[config.mk]
export PLATFORM = sky130hd
export DESIGN_NAME = frontend
export DESIGN_NICKNAME = d
export VERILOG_FILES = /design/src/source/frontend_pkg.sv /design/src/source/frontend.sv /design/src/source/ifu.sv /design/src/source/icache.sv /design/src/source/bpu.sv
export SDC_FILE = /design/constraint.sdc
export NUM_CORES = 2
export LEC_CHECK = 0
export BUFFER_PORTS_ARGS = -buffer_cell sky130_fd_sc_hd__buf_2
export CORE_ASPECT_RATIO = 1.1
export CORE_MARGIN = 1.5
export CORE_UTILIZATION = 50
export CTS_CLUSTER_DIAMETER = 120
export CTS_CLUSTER_SIZE = 40
export DETAILED_ROUTE_END_ITERATION = 7
export GPL_ROUTABILITY_DRIVEN = 0
export PLACE_DENSITY = 0.77
export REMOVE_ABC_BUFFERS = 1
export SKIP_LAST_GASP = 1
export SLEW_MARGIN = 20
export SYNTH_ARGS = -nofsm -noshare
export SYNTH_HDL_FRONTEND = slang
export SYNTH_HIERARCHICAL = 1
export SYNTH_SLANG_ARGS = --single-unit
[constraint.sdc]
create_clock -name clk_i -period 13.1 [get_ports clk_i]
set_clock_uncertainty 0.05 [all_clocks]
set_input_delay 0.655 -clock clk_i [delete_from_list [all_inputs] [get_ports clk_i]]
set_output_delay 0.655 -clock clk_i [all_outputs]
set_load 0.05 [all_outputs]
[src/source/frontend_pkg.sv]
// Fetch frontend shared definitions
package frontend_pkg;

  // ====================================================================
  // Datapath widths
  // ====================================================================
  localparam int unsigned PLEN            = 32;
  localparam int unsigned ILEN            = 32;
  localparam int unsigned INSTR_BYTES     = ILEN / 8;
  localparam int unsigned INSTR_BYTE_BITS = $clog2(INSTR_BYTES);
  // Two instructions per group, 8 aligned bytes
  localparam int unsigned FETCH_WIDTH       = 2;
  localparam int unsigned FETCH_SLOT_BITS   = $clog2(FETCH_WIDTH);
  localparam int unsigned FETCH_BYTES       = FETCH_WIDTH * INSTR_BYTES;
  localparam int unsigned GROUP_OFFSET_BITS = $clog2(FETCH_BYTES);
  localparam logic [PLEN-1:0] RESET_PC      = 32'h0000_1000;

  // ====================================================================
  // Cache and predictor geometry
  // ====================================================================
  localparam int unsigned LINE_BITS          = 128;
  localparam int unsigned ICACHE_SETS        = 16;
  localparam int unsigned ICACHE_INDEX_BITS  = $clog2(ICACHE_SETS);
  localparam int unsigned ICACHE_OFFSET_BITS = $clog2(LINE_BITS / 8);
  localparam int unsigned ICACHE_TAG_BITS    = PLEN - ICACHE_INDEX_BITS - ICACHE_OFFSET_BITS;
  localparam int unsigned ICACHE_WORD_BITS   = ICACHE_OFFSET_BITS - INSTR_BYTE_BITS;
  // One BTB entry per instruction address
  localparam int unsigned BTB_ENTRIES    = 16;
  localparam int unsigned BTB_INDEX_BITS = $clog2(BTB_ENTRIES);
  localparam int unsigned BTB_TAG_BITS   = PLEN - BTB_INDEX_BITS - INSTR_BYTE_BITS;

  // Cache controller states
  localparam logic [1:0] IC_IDLE        = 2'd0;
  localparam logic [1:0] IC_LOOKUP      = 2'd1;
  localparam logic [1:0] IC_MISS_REQ    = 2'd2;
  localparam logic [1:0] IC_REFILL_WAIT = 2'd3;

  // Fetch address, cache split and BTB split of the same word
  typedef union packed {
    struct packed {
      logic [ICACHE_TAG_BITS-1:0]   tag;
      logic [ICACHE_INDEX_BITS-1:0] index;
      logic [ICACHE_WORD_BITS-1:0]  word;
      logic [INSTR_BYTE_BITS-1:0]   byte_off;
    } ic;
    struct packed {
      logic [BTB_TAG_BITS-1:0]    tag;
      logic [BTB_INDEX_BITS-1:0]  index;
      logic [INSTR_BYTE_BITS-1:0] byte_off;
    } bp;
  } fetch_addr_u;

endpackage : frontend_pkg
[src/source/frontend.sv]
// Instruction fetch frontend top
module frontend (
  input  logic                                     clk_i,
  input  logic                                     rst_i,
  // ====================================================================
  // Instruction buffer and backend control
  // ====================================================================
  output logic                                     ibuffer_valid_o,
  input  logic                                     ibuffer_ready_i,
  output logic [frontend_pkg::FETCH_WIDTH-1:0][frontend_pkg::ILEN-1:0] ibuffer_data_o,
  output logic [frontend_pkg::PLEN-1:0]            ibuffer_pc_o,
  output logic [frontend_pkg::FETCH_WIDTH-1:0]     ibuffer_slot_valid_o,
  output logic [frontend_pkg::FETCH_WIDTH-1:0][frontend_pkg::PLEN-1:0] ibuffer_pred_npc_o,
  input  logic                                     flush_i,
  input  logic [frontend_pkg::PLEN-1:0]            redirect_pc_i,
  input  logic                                     bpu_update_valid_i,
  input  logic [frontend_pkg::PLEN-1:0]            bpu_update_pc_i,
  input  logic                                     bpu_update_is_cond_i,
  input  logic                                     bpu_update_taken_i,
  input  logic [frontend_pkg::PLEN-1:0]            bpu_update_target_i,
  // ====================================================================
  // Memory side
  // ====================================================================
  output logic                                     miss_req_valid_o,
  input  logic                                     miss_req_ready_i,
  output logic [frontend_pkg::PLEN-1:0]            miss_req_paddr_o,
  input  logic                                     refill_valid_i,
  output logic                                     refill_ready_o,
  input  logic [frontend_pkg::PLEN-1:0]            refill_paddr_i,
  input  logic [frontend_pkg::LINE_BITS-1:0]       refill_data_i
);
  import frontend_pkg::*;

  // Fetch request to both lookups
  logic            fetch_req;
  logic [PLEN-1:0] fetch_pc;
  logic            kill;
  // Predictor answer
  logic                       pred_valid;
  logic                       pred_taken;
  logic [FETCH_SLOT_BITS-1:0] pred_slot;
  logic [PLEN-1:0]            pred_target;
  // Cache answer
  logic                             rsp_valid;
  logic [FETCH_WIDTH-1:0][ILEN-1:0] rsp_data;

  ifu i_ifu (
    .clk_i               (clk_i),
    .rst_i               (rst_i),
    .flush_i             (flush_i),
    .redirect_pc_i       (redirect_pc_i),
    .fetch_req_o         (fetch_req),
    .fetch_pc_o          (fetch_pc),
    .kill_o              (kill),
    .pred_valid_i        (pred_valid),
    .pred_taken_i        (pred_taken),
    .pred_slot_i         (pred_slot),
    .pred_target_i       (pred_target),
    .rsp_valid_i         (rsp_valid),
    .rsp_data_i          (rsp_data),
    .ibuffer_valid_o     (ibuffer_valid_o),
    .ibuffer_ready_i     (ibuffer_ready_i),
    .ibuffer_pc_o        (ibuffer_pc_o),
    .ibuffer_data_o      (ibuffer_data_o),
    .ibuffer_slot_valid_o(ibuffer_slot_valid_o),
    .ibuffer_pred_npc_o  (ibuffer_pred_npc_o)
  );

  bpu i_bpu (
    .clk_i           (clk_i),
    .rst_i           (rst_i),
    .fetch_req_i     (fetch_req),
    .fetch_pc_i      (fetch_pc),
    .update_valid_i  (bpu_update_valid_i),
    .update_pc_i     (bpu_update_pc_i),
    .update_is_cond_i(bpu_update_is_cond_i),
    .update_taken_i  (bpu_update_taken_i),
    .update_target_i (bpu_update_target_i),
    .pred_valid_o    (pred_valid),
    .pred_taken_o    (pred_taken),
    .pred_slot_o     (pred_slot),
    .pred_target_o   (pred_target)
  );

  icache i_icache (
    .clk_i           (clk_i),
    .rst_i           (rst_i),
    .fetch_req_i     (fetch_req),
    .fetch_pc_i      (fetch_pc),
    .kill_i          (kill),
    .rsp_valid_o     (rsp_valid),
    .rsp_data_o      (rsp_data),
    .miss_req_valid_o(miss_req_valid_o),
    .miss_req_ready_i(miss_req_ready_i),
    .miss_req_paddr_o(miss_req_paddr_o),
    .refill_valid_i  (refill_valid_i),
    .refill_ready_o  (refill_ready_o),
    .refill_paddr_i  (refill_paddr_i),
    .refill_data_i   (refill_data_i)
  );

endmodule : frontend

[src/source/ifu.sv]
// Instruction fetch unit
module ifu (
  input  logic                                     clk_i,
  input  logic                                     rst_i,
  input  logic                                     flush_i,
  input  logic [frontend_pkg::PLEN-1:0]            redirect_pc_i,
  output logic                                     fetch_req_o,
  output logic [frontend_pkg::PLEN-1:0]            fetch_pc_o,
  output logic                                     kill_o,
  input  logic                                     pred_valid_i,
  input  logic                                     pred_taken_i,
  input  logic [frontend_pkg::FETCH_SLOT_BITS-1:0] pred_slot_i,
  input  logic [frontend_pkg::PLEN-1:0]            pred_target_i,
  input  logic                                     rsp_valid_i,
  input  logic [frontend_pkg::FETCH_WIDTH-1:0][frontend_pkg::ILEN-1:0] rsp_data_i,
  output logic                                     ibuffer_valid_o,
  input  logic                                     ibuffer_ready_i,
  output logic [frontend_pkg::PLEN-1:0]            ibuffer_pc_o,
  output logic [frontend_pkg::FETCH_WIDTH-1:0][frontend_pkg::ILEN-1:0] ibuffer_data_o,
  output logic [frontend_pkg::FETCH_WIDTH-1:0]     ibuffer_slot_valid_o,
  output logic [frontend_pkg::FETCH_WIDTH-1:0][frontend_pkg::PLEN-1:0] ibuffer_pred_npc_o
);
  import frontend_pkg::*;

  logic [PLEN-1:0] fetch_pc_q;
  logic            boot_q;
  logic            issue_q;
  logic            wait_q;
  // Stored predictor answer
  logic                       pred_got_q;
  logic                       pred_taken_q;
  logic [FETCH_SLOT_BITS-1:0] pred_slot_q;
  logic [PLEN-1:0]            pred_target_q;

  logic                       use_taken;
  logic [FETCH_SLOT_BITS-1:0] use_slot;
  logic [PLEN-1:0]            use_target;
  logic [PLEN-1:0]            grp_base;
  logic [PLEN-1:0]            slot_pc;
  logic [PLEN-1:0]            next_pc;
  logic [FETCH_SLOT_BITS-1:0] start_slot;
  logic [FETCH_WIDTH-1:0]     slot_valid;
  logic [FETCH_WIDTH-1:0][PLEN-1:0] slot_npc;
  logic                       complete;
  logic                       accept;

  // Flush cancels a fetch in the same cycle
  assign fetch_req_o = issue_q && !flush_i;
  assign fetch_pc_o  = fetch_pc_q;
  assign kill_o      = flush_i;
  assign complete    = wait_q && rsp_valid_i && (pred_got_q || pred_valid_i);
  assign accept      = ibuffer_valid_o && ibuffer_ready_i;

  // ====================================================================
  // Group assembly
  // ====================================================================
  always_comb begin
    // Live answer wins when it lands with the cache data
    use_taken  = pred_valid_i ? pred_taken_i : pred_taken_q;
    use_slot   = pred_valid_i ? pred_slot_i : pred_slot_q;
    use_target = pred_valid_i ? pred_target_i : pred_target_q;
    grp_base   = {fetch_pc_q[PLEN-1:GROUP_OFFSET_BITS], {GROUP_OFFSET_BITS{1'b0}}};
    start_slot = fetch_pc_q[INSTR_BYTE_BITS +: FETCH_SLOT_BITS];
    next_pc    = use_taken ? use_target : grp_base + PLEN'(FETCH_BYTES);
    slot_pc    = grp_base;
    for (int k = 0; k < FETCH_WIDTH; k++) begin
      slot_pc = grp_base + (PLEN'(k) << INSTR_BYTE_BITS);
      // Valid from start slot through the taken slot
      slot_valid[k] = k >= int'(start_slot) && !(use_taken && k > int'(use_slot));
      slot_npc[k]   = (use_taken && k == int'(use_slot)) ? use_target :
                      slot_pc + PLEN'(INSTR_BYTES);
    end
  end

  // ====================================================================
  // Fetch control
  // ====================================================================
  always_ff @(posedge clk_i) begin
    if (rst_i) begin
      fetch_pc_q      <= RESET_PC;
      boot_q          <= 1'b1;
      issue_q         <= 1'b0;
      wait_q          <= 1'b0;
      pred_got_q      <= 1'b0;
      ibuffer_valid_o <= 1'b0;
    end else if (flush_i) begin
      // Drop held group and answers in flight
      fetch_pc_q      <= redirect_pc_i;
      boot_q          <= 1'b0;
      issue_q         <= 1'b1;
      wait_q          <= 1'b0;
      pred_got_q      <= 1'b0;
      ibuffer_valid_o <= 1'b0;
    end else begin
      boot_q <= 1'b0;
      if (boot_q)
        issue_q <= 1'b1;
      if (fetch_req_o) begin
        issue_q <= 1'b0;
        wait_q  <= 1'b1;
      end
      if (pred_valid_i)
        pred_got_q <= 1'b1;
      if (complete) begin
        wait_q          <= 1'b0;
        pred_got_q      <= 1'b0;
        ibuffer_valid_o <= 1'b1;
        fetch_pc_q      <= next_pc;
      end
      // Next request right after the handoff
      if (accept) begin
        ibuffer_valid_o <= 1'b0;
        issue_q         <= 1'b1;
      end
    end
  end

  always_ff @(posedge clk_i) begin
    if (pred_valid_i) begin
      pred_taken_q  <= pred_taken_i;
      pred_slot_q   <= pred_slot_i;
      pred_target_q <= pred_target_i;
    end
  end

  // Group fields only load on completion, so they hold under back-pressure
  always_ff @(posedge clk_i) begin
    if (complete) begin
      ibuffer_pc_o         <= fetch_pc_q;
      ibuffer_data_o       <= rsp_data_i;
      ibuffer_slot_valid_o <= slot_valid;
      ibuffer_pred_npc_o   <= slot_npc;
    end
  end

endmodule : ifu

[src/source/icache.sv]
// Direct-mapped instruction cache
module icache (
  input  logic                                                    clk_i,
  input  logic                                                    rst_i,
  input  logic                                                    fetch_req_i,
  input  logic [frontend_pkg::PLEN-1:0]                           fetch_pc_i,
  input  logic                                                    kill_i,
  output logic                                                    rsp_valid_o,
  output logic [frontend_pkg::FETCH_WIDTH-1:0][frontend_pkg::ILEN-1:0] rsp_data_o,
  output logic                                                    miss_req_valid_o,
  input  logic                                                    miss_req_ready_i,
  output logic [frontend_pkg::PLEN-1:0]                           miss_req_paddr_o,
  input  logic                                                    refill_valid_i,
  output logic                                                    refill_ready_o,
  input  logic [frontend_pkg::PLEN-1:0]                           refill_paddr_i,
  input  logic [frontend_pkg::LINE_BITS-1:0]                      refill_data_i
);
  import frontend_pkg::*;

  // Line storage
  logic [ICACHE_SETS-1:0]     line_valid_q;
  logic [ICACHE_TAG_BITS-1:0] tag_q  [ICACHE_SETS];
  logic [LINE_BITS-1:0]       data_q [ICACHE_SETS];

  logic [1:0]      state_q;
  logic [1:0]      state_d;
  logic [PLEN-1:0] req_pc_q;
  logic [PLEN-1:0] miss_addr_q;
  logic            killed_q;
  logic            pend_q;

  fetch_addr_u          req_addr;
  fetch_addr_u          refill_addr;
  logic [PLEN-1:0]      line_addr;
  logic [LINE_BITS-1:0] line;
  logic [ICACHE_WORD_BITS-FETCH_SLOT_BITS-1:0] grp_sel;
  logic                 hit;
  logic                 refill_fire;
  logic                 drop;

  // ====================================================================
  // Tag compare and group select
  // ====================================================================
  assign req_addr    = req_pc_q;
  assign refill_addr = refill_paddr_i;
  assign line_addr   = {req_addr.ic.tag, req_addr.ic.index, {ICACHE_OFFSET_BITS{1'b0}}};
  assign hit = line_valid_q[req_addr.ic.index] && tag_q[req_addr.ic.index] == req_addr.ic.tag;
  assign line    = data_q[req_addr.ic.index];
  // Which aligned pair inside the line
  assign grp_sel = req_addr.ic.word[ICACHE_WORD_BITS-1:FETCH_SLOT_BITS];
  assign rsp_data_o = line[grp_sel * (FETCH_WIDTH * ILEN) +: FETCH_WIDTH * ILEN];

  assign rsp_valid_o      = state_q == IC_LOOKUP && hit;
  // Raised right in the lookup cycle, unless the fetch is being killed
  assign miss_req_valid_o = (state_q == IC_LOOKUP && !hit && !kill_i) ||
                            state_q == IC_MISS_REQ;
  assign miss_req_paddr_o = state_q == IC_MISS_REQ ? miss_addr_q : line_addr;
  assign refill_ready_o   = state_q == IC_REFILL_WAIT;
  assign refill_fire      = refill_valid_i && refill_ready_o;
  assign drop             = killed_q || kill_i;

  // ====================================================================
  // Controller
  // ====================================================================
  always_comb begin
    state_d = state_q;
    case (state_q)
      IC_IDLE:
        if (fetch_req_i)
          state_d = IC_LOOKUP;
      IC_LOOKUP:
        if (hit || kill_i)
          state_d = IC_IDLE;
        else if (miss_req_ready_i)
          state_d = IC_REFILL_WAIT;
        else
          state_d = IC_MISS_REQ;
      IC_MISS_REQ:
        if (miss_req_ready_i)
          state_d = IC_REFILL_WAIT;
      default:
        // Relookup after refill, it hits unless a newer fetch replaced it
        if (refill_valid_i)
          state_d = (drop && !pend_q && !fetch_req_i) ? IC_IDLE : IC_LOOKUP;
    endcase
  end

  always_ff @(posedge clk_i) begin
    if (rst_i) begin
      state_q  <= IC_IDLE;
      killed_q <= 1'b0;
      pend_q   <= 1'b0;
    end else begin
      state_q <= state_d;
      // Killed fetch still finishes its refill
      if (refill_fire)
        killed_q <= 1'b0;
      else if (kill_i && (state_q == IC_MISS_REQ || state_q == IC_REFILL_WAIT))
        killed_q <= 1'b1;
      // New fetch waiting behind a refill
      if (refill_fire)
        pend_q <= 1'b0;
      else if (fetch_req_i && state_q != IC_IDLE)
        pend_q <= 1'b1;
    end
  end

  always_ff @(posedge clk_i) begin
    if (fetch_req_i)
      req_pc_q <= fetch_pc_i;
    if (state_q == IC_LOOKUP)
      miss_addr_q <= line_addr;
  end

  // Refill write at the returned line address
  always_ff @(posedge clk_i) begin
    if (rst_i)
      line_valid_q <= '0;
    else if (refill_fire)
      line_valid_q[refill_addr.ic.index] <= 1'b1;
  end

  always_ff @(posedge clk_i) begin
    if (refill_fire) begin
      tag_q[refill_addr.ic.index]  <= refill_addr.ic.tag;
      data_q[refill_addr.ic.index] <= refill_data_i;
    end
  end

endmodule : icache

[src/source/bpu.sv]
// Branch target buffer predictor
module bpu (
  input  logic                                     clk_i,
  input  logic                                     rst_i,
  input  logic                                     fetch_req_i,
  input  logic [frontend_pkg::PLEN-1:0]            fetch_pc_i,
  input  logic                                     update_valid_i,
  input  logic [frontend_pkg::PLEN-1:0]            update_pc_i,
  input  logic                                     update_is_cond_i,
  input  logic                                     update_taken_i,
  input  logic [frontend_pkg::PLEN-1:0]            update_target_i,
  output logic                                     pred_valid_o,
  output logic                                     pred_taken_o,
  output logic [frontend_pkg::FETCH_SLOT_BITS-1:0] pred_slot_o,
  output logic [frontend_pkg::PLEN-1:0]            pred_target_o
);
  import frontend_pkg::*;

  // Entry storage, only the valid bits are cleared
  logic [BTB_ENTRIES-1:0]  btb_valid_q;
  logic [BTB_ENTRIES-1:0]  btb_cond_q;
  logic [BTB_TAG_BITS-1:0] btb_tag_q    [BTB_ENTRIES];
  logic [PLEN-1:0]         btb_target_q [BTB_ENTRIES];
  logic [1:0]              btb_ctr_q    [BTB_ENTRIES];

  fetch_addr_u                slot_addr;
  fetch_addr_u                upd_addr;
  logic [BTB_INDEX_BITS-1:0]  upd_idx;
  logic [PLEN-1:0]            grp_base;
  logic [FETCH_SLOT_BITS-1:0] start_slot;
  logic                       lkp_taken;
  logic [FETCH_SLOT_BITS-1:0] lkp_slot;
  logic [PLEN-1:0]            lkp_target;
  logic                       upd_hit;

  // ====================================================================
  // Lookup of every slot in the group
  // ====================================================================
  always_comb begin
    grp_base   = {fetch_pc_i[PLEN-1:GROUP_OFFSET_BITS], {GROUP_OFFSET_BITS{1'b0}}};
    start_slot = fetch_pc_i[INSTR_BYTE_BITS +: FETCH_SLOT_BITS];
    slot_addr  = '0;
    lkp_taken  = 1'b0;
    lkp_slot   = '0;
    lkp_target = '0;
    // Walk down so the lowest taken slot is the one left standing
    for (int k = FETCH_WIDTH - 1; k >= 0; k--) begin
      slot_addr = grp_base + (PLEN'(k) << INSTR_BYTE_BITS);
      if (k >= int'(start_slot) && btb_valid_q[slot_addr.bp.index] &&
          btb_tag_q[slot_addr.bp.index] == slot_addr.bp.tag &&
          (!btb_cond_q[slot_addr.bp.index] || btb_ctr_q[slot_addr.bp.index][1])) begin
        lkp_taken  = 1'b1;
        lkp_slot   = FETCH_SLOT_BITS'(k);
        lkp_target = btb_target_q[slot_addr.bp.index];
      end
    end
  end

  // Answer one cycle after the request
  always_ff @(posedge clk_i) begin
    if (rst_i)
      pred_valid_o <= 1'b0;
    else
      pred_valid_o <= fetch_req_i;
  end

  always_ff @(posedge clk_i) begin
    if (fetch_req_i) begin
      pred_taken_o  <= lkp_taken;
      pred_slot_o   <= lkp_slot;
      pred_target_o <= lkp_target;
    end
  end

  // ====================================================================
  // Training
  // ====================================================================
  assign upd_addr = update_pc_i;
  assign upd_idx  = upd_addr.bp.index;
  assign upd_hit  = btb_valid_q[upd_idx] && btb_tag_q[upd_idx] == upd_addr.bp.tag;

  always_ff @(posedge clk_i) begin
    if (rst_i)
      btb_valid_q <= '0;
    else if (update_valid_i && update_taken_i)
      btb_valid_q[upd_idx] <= 1'b1;
  end

  always_ff @(posedge clk_i) begin
    if (update_valid_i) begin
      if (upd_hit && btb_cond_q[upd_idx] && update_is_cond_i) begin
        // Existing conditional entry, saturating counter
        if (update_taken_i) begin
          btb_target_q[upd_idx] <= update_target_i;
          if (btb_ctr_q[upd_idx] != 2'd3)
            btb_ctr_q[upd_idx] <= btb_ctr_q[upd_idx] + 2'd1;
        end else if (btb_ctr_q[upd_idx] != 2'd0) begin
          btb_ctr_q[upd_idx] <= btb_ctr_q[upd_idx] - 2'd1;
        end
      end else if (update_taken_i) begin
        // Allocate or overwrite, weakly taken
        btb_tag_q[upd_idx]    <= upd_addr.bp.tag;
        btb_target_q[upd_idx] <= update_target_i;
        btb_cond_q[upd_idx]   <= update_is_cond_i;
        btb_ctr_q[upd_idx]    <= 2'd2;
      end
    end
  end

endmodule : bpu

# Word level (Yosys, flattened, before mapping)
# Memory sizes are Yosys's and may differ from the RTL's. A register that Yosys moved wholly into a read port is not among the register bits.
# Index checks and enable logic that the tools add are counted.
# totals
elab_cells	189
ram_bits	3392
regBits	380
inputBits	265
memories	5
output_inout_bits	197
# memory_table
memory	words	word_bits	rd	rd_ports_with_merged_regs	write_ports	line_no	text
i_icache.data_q	16	128	1	1	1	icache.sv:23	logic [LINE_BITS-1:0] data_q [ICACHE_SETS];
i_bpu.btb_target_q	16	32	2	1	1	bpu.sv:23	logic [PLEN-1:0] btb_target_q [BTB_ENTRIES];
i_bpu.btb_tag_q	16	26	3	1	1	bpu.sv:22	logic [BTB_TAG_BITS-1:0] btb_tag_q [BTB_ENTRIES];
i_icache.tag_q	16	24	1	1	1	icache.sv:22	logic [ICACHE_TAG_BITS-1:0] tag_q [ICACHE_SETS];
i_bpu.btb_ctr_q	16	2	3	1	1	bpu.sv:24	logic [1:0] btb_ctr_q [BTB_ENTRIES];
# op_classes
shift	1
n_reduce_logical	52
addsub	5
n_lt_le_gt_ge	9
n_eq_ne	10
mux	73
bitwise_logic	7
# ops
op	count
32-bit 2-to-1 mux	10
128-bit by 8-bit indexed part select with 64-bit output	1
26-bit equality test	3
32-bit by 3-bit adder with 32-bit output (second input constant)	2
1-bit 2-to-1 mux	38
32-bit by 4-bit adder with 32-bit output (second input constant)	1
4-bit 2-to-1 mux	8
16-bit OR	2
1-bit logical AND	27
4-bit by 5-bit less-than comparator with 1-bit output (second input constant)	5
24-bit equality test	1
1-bit binary-select mux with 4-bit select	5
16-bit bitwise mux	1
2-bit 2-to-1 mux	6
1-bit demux with 4-bit select	2
4-bit by 1-bit greater-or-equal comparator with 1-bit output (second input constant)	2
4-bit nonzero test	2
1-bit logical NOT	7
1-bit logical OR	7
1-bit binary-select mux with 3-bit select	2
2-bit inequality test (second input constant)	3
2-bit case mux with 3 select lines	1
3-bit AND reduction	2
2-bit nonzero test	3
other kinds (11)	16

# Depth between registers and ports, before layout
# depth
depth_word	10
depth_mapped	19
depth_no_buf	13

# Modules after synthesis
# The synthesis kept the hierarchy.
# modules_own_cells
module	cells_each	instances	area_each_um2	seq_area_each_um2
icache	3798	1	95484.1	75222.1
bpu	2145	1	43533.0	30669.4
ifu	712	1	9267.6	6286.0

# Least setup slack after synthesis
# No wires, ideal clock.
# synth_timing
path_type	input to register
from	input port refill_valid_i
to	memory i_icache.data_q[0][0], enable pin
path_stages	4
arrival_time_ns	11.776
path_buffers	1
path_slack_ns	0.420
setup_time_ns	0.854
path_cell_list	and3_1 > clkbuf_1 > or3b_2 > nor3_1
# synth_between
elab_chain_len	3
# synth_lines
item	line_no	text
from (decl)	frontend.sv:27	input logic refill_valid_i,
1-bit logical AND	icache.sv:59	assign refill_fire = refill_valid_i && refill_ready_o;
1-bit 2-to-1 mux	icache.sv:124	if (refill_fire) begin
1-bit 2-to-1 mux (not written as such)	icache.sv:126	data_q[refill_addr.ic.index] <= refill_data_i;
to (decl)	icache.sv:23	
# Every way passes these cells.

==> metrics <==
outcome=completed; first-pass GRT wire length=516000 um; grt peak-use layer=met2; FF+latch count, synth=3773; initial core utilization=0.503; wirelength, routed=362000 um; syn_area_per_cell=22.3 sq um; met3 Resource Use GR=0.0434; fin crit share=0.601; register area=112000 sq um; worst-skew pair later-pin latency=0.86 ns; share of layout cells above drive strength 1=0.289; Yosys top cell area share=0.741; Syn-to-layout area delta=7.38%; all-layer global routing usage=0.240; final hold vios=0; Final Cell Area=159000 sq um; reg2reg path depth=16; fin util=0.540; DR WL/cell=32.7 um; Yosys warnings=6; Pins Over Slew Limit=0; RSZ-0062 raised after global routing=false; Netlist Area Pre-Place=148000 sq um; largest net degree at the start of global routing=178; Distinct cells, synth=90; Post-Syn Instances=6655; pwr/cell area=126 nW/um^2; nature of the critical path endpoint=flop; Critical Path AT=8.58 ns; crit path to=i_ifu/fetch_pc_o[11]; total grt overflow=0; ys flop type=edfxtp_1; Root Buffer=clkbuf_16; CTS tree=done; vias in the first global route=72.2k; Chip Width=522 um; top cell type by total area after synthesis=edfxtp_1; Setup CP Type=reg -> reg; full die area=300000 sq um; hpwl dp=204000 um; I/O Buffers=451; Leakage Power=48.6 nW; Req. time, crit path=13.81 ns; max-cap viol count=0; Async S/R FF share, synth=0; grt met1 use=0.309; Ports=462; H-tree depth=3; Initial DRT Pass Iterations=6; Max Fclk=127 MHz; core footprint=295000 sq um; Hold Crit Class=in -> reg; DR iter-0 viols=9384; cell row count=209; # nets final=7290; post-route ant nets=0; PostCTS Resize Cnt=0; DRC violation count after routing=0; flop-to-flop setup slack=5.23 ns; Peak VDD IR=0.000127 V; Tightest Pin Transition=1.22 ns; Startpoint Class=flop; DR vias=70.9k; Clock transition at path regs=0.14 ns; Power Total=20.1 mW; pre-CTS setup slack=5.11 ns; initial antenna violation count=105; Final Setup Violations=0; Slew headroom=0.188; critical-path maximum fanout=130; Die H=574 um; met2 usage in global routing=0.406; CTS Sinks=3773; register area share after synthesis=0.757; # fillers=21.6k; Placement Cell Area=156000 sq um; area of the multi-input gates=34600 sq um; setup bufs post-CTS=0; CTS Hold Bufs=11; Worst Slack Setup Final=5.23 ns; vias per cell=6.42; FF-to-FF End=i_ifu/fetch_pc_o[11]; Post-synth EDFFs=3661; CTS buffer count=109; Tmin final=7.87 ns; CTS max path bufs=3; most area-consuming cells after synthesis=edfxtp_1, mux4_2, mux2i_1
[critical path: stages, from the launching register on]
cell,delay (ns)
dfxtp_4,0.90
buf_4,0.68
buf_12,0.37
buf_16,0.52
mux4_2,0.58
mux2i_1,0.19
xnor2_1,0.10
o41ai_1,0.43
nand3_1,0.27
or4_1,0.61
nor2_1,0.51
o211ai_4,0.45
inv_8,0.70
buf_12,0.52
o21ai_1,0.18
a21o_1,0.20
a221oi_1,0.24
[worst min-delay path by stage]
stage	startpoint	depth (start not counted)	to	slack, ns
after floorplan	i_ifu/fetch_pc_o[0]	0	i_ifu/ibuffer_pc_o[0]	0.36
after global placement	i_ifu/fetch_pc_o[1]	0	i_ifu/ibuffer_pc_o[1]	0.37
after detailed placement	i_ifu/fetch_pc_o[1]	0	i_ifu/ibuffer_pc_o[1]	0.38
after CTS	refill_valid_i	4	i_icache/state_q[1]	0.006
after global routing	redirect_pc_i[8]	3	i_ifu/fetch_pc_o[8]	0.03
final	refill_valid_i	4	i_icache/state_q[1]	0.08
[layout by cell type, fill, tap and decap left out, types with 49 or more instances in the layout]
master     netlist  layout
buf_4           20     142
diode_2          0      71
nor3_1          69      49
nand2_1         85      84
edfxtp_1      3661    3661
mux4_2        1042    1042
nor2_1         150     122
xor2_1          62      62
buf_2           96     449
mux2_2         158     158
o21ai_0         70      70
clkbuf_16        0     110
mux2i_1        262     262
dfxtp_1        112     104
xnor2_1         80      80
inv_1           54      54
nand3_1         50      50
[sequential cells by signal, summed over array words and instances (netlist names), 16 cells and up, named ones only]
| signal | flops |
|---|---|
| i_icache/data_q | 2048 |
| i_bpu/btb_target_q | 512 |
| i_bpu/btb_tag_q | 416 |
| i_icache/tag_q | 384 |
| i_ifu/ibuffer_data_o | 64 |
| i_ifu/ibuffer_pred_npc_o | 64 |
| i_bpu/btb_ctr_q | 32 |
| i_bpu/pred_target_o | 32 |
| i_ifu/fetch_pc_o | 32 |
| i_ifu/ibuffer_pc_o | 32 |
| i_ifu/pred_target_q | 32 |
| i_icache/req_addr | 29 |
| i_icache/miss_addr_q | 28 |
| i_bpu/btb_cond_q | 16 |
| i_bpu/btb_valid_q | 16 |
| i_icache/line_valid_q | 16 |
[area by class of cell]
cell class	count	area share
Clock inverter	21	0.00264
Tap cell	3903	0.0307
Clock buffer	139	0.0180
Multi-Input combinational cell	2459	0.217
Sequential cell	3773	0.705
Inverter	56	0.00137
Timing Repair Buffer	625	0.0243
Antenna cell	71	0.00112
[where the power goes]
group,internal (mW),leakage (nW),total (mW),switching [mW]
Sequential,13.3,33.9,13.4,0.0810
Clock,1.64,1.58,5.04,3.40
Combinational,0.680,13.1,1.62,0.938
[metrics by stage]
step / TNS [ns] / hold slack [ns] / instances
final: 0 / 0.0825 / 11000
after global routing: 0 / 0.0269 / 11000
after CTS: 0 / 0.00583 / 11000
after detailed placement: 0 / 0.379 / 10800
after global placement: 0 / 0.370 / 10800
after floorplan: -4100.32 / 0.358 / 6288
[metal layers]
metal / part of all wire / wire length (um)
met1: 0.35 / 128000
met2: 0.51 / 183000
met3: 0.097 / 35100
met4: 0.042 / 15100
met5: 0.00090 / 325
[cell usage after synthesis, types with 69 or more instances]
cell type  number
nor2_1        150
mux2i_1       262
clkbuf_1      193
nand2_1        85
buf_2          96
mux4_2       1042
xnor2_1        80
nor3_1         69
dfxtp_1       112
o21ai_0        70
edfxtp_1     3661
mux2_2        158
[cell families (layout without fill, tap and decap cells)]
group / Yosys count / in the layout / share of synthesized area
fa+ha+maj: 1 / 1 / 0.0000844
other cells: 1 / 75 / 0.0000253
xor+xnor: 142 / 142 / 0.00839
flops: 3773 / 3773 / 0.757
simple gates: 515 / 515 / 0.0179
compound gates: 326 / 326 / 0.0151
buf+inv: 426 / 841 / 0.0126
mux: 1471 / 1471 / 0.189
(Power assumes the default switching activity.)
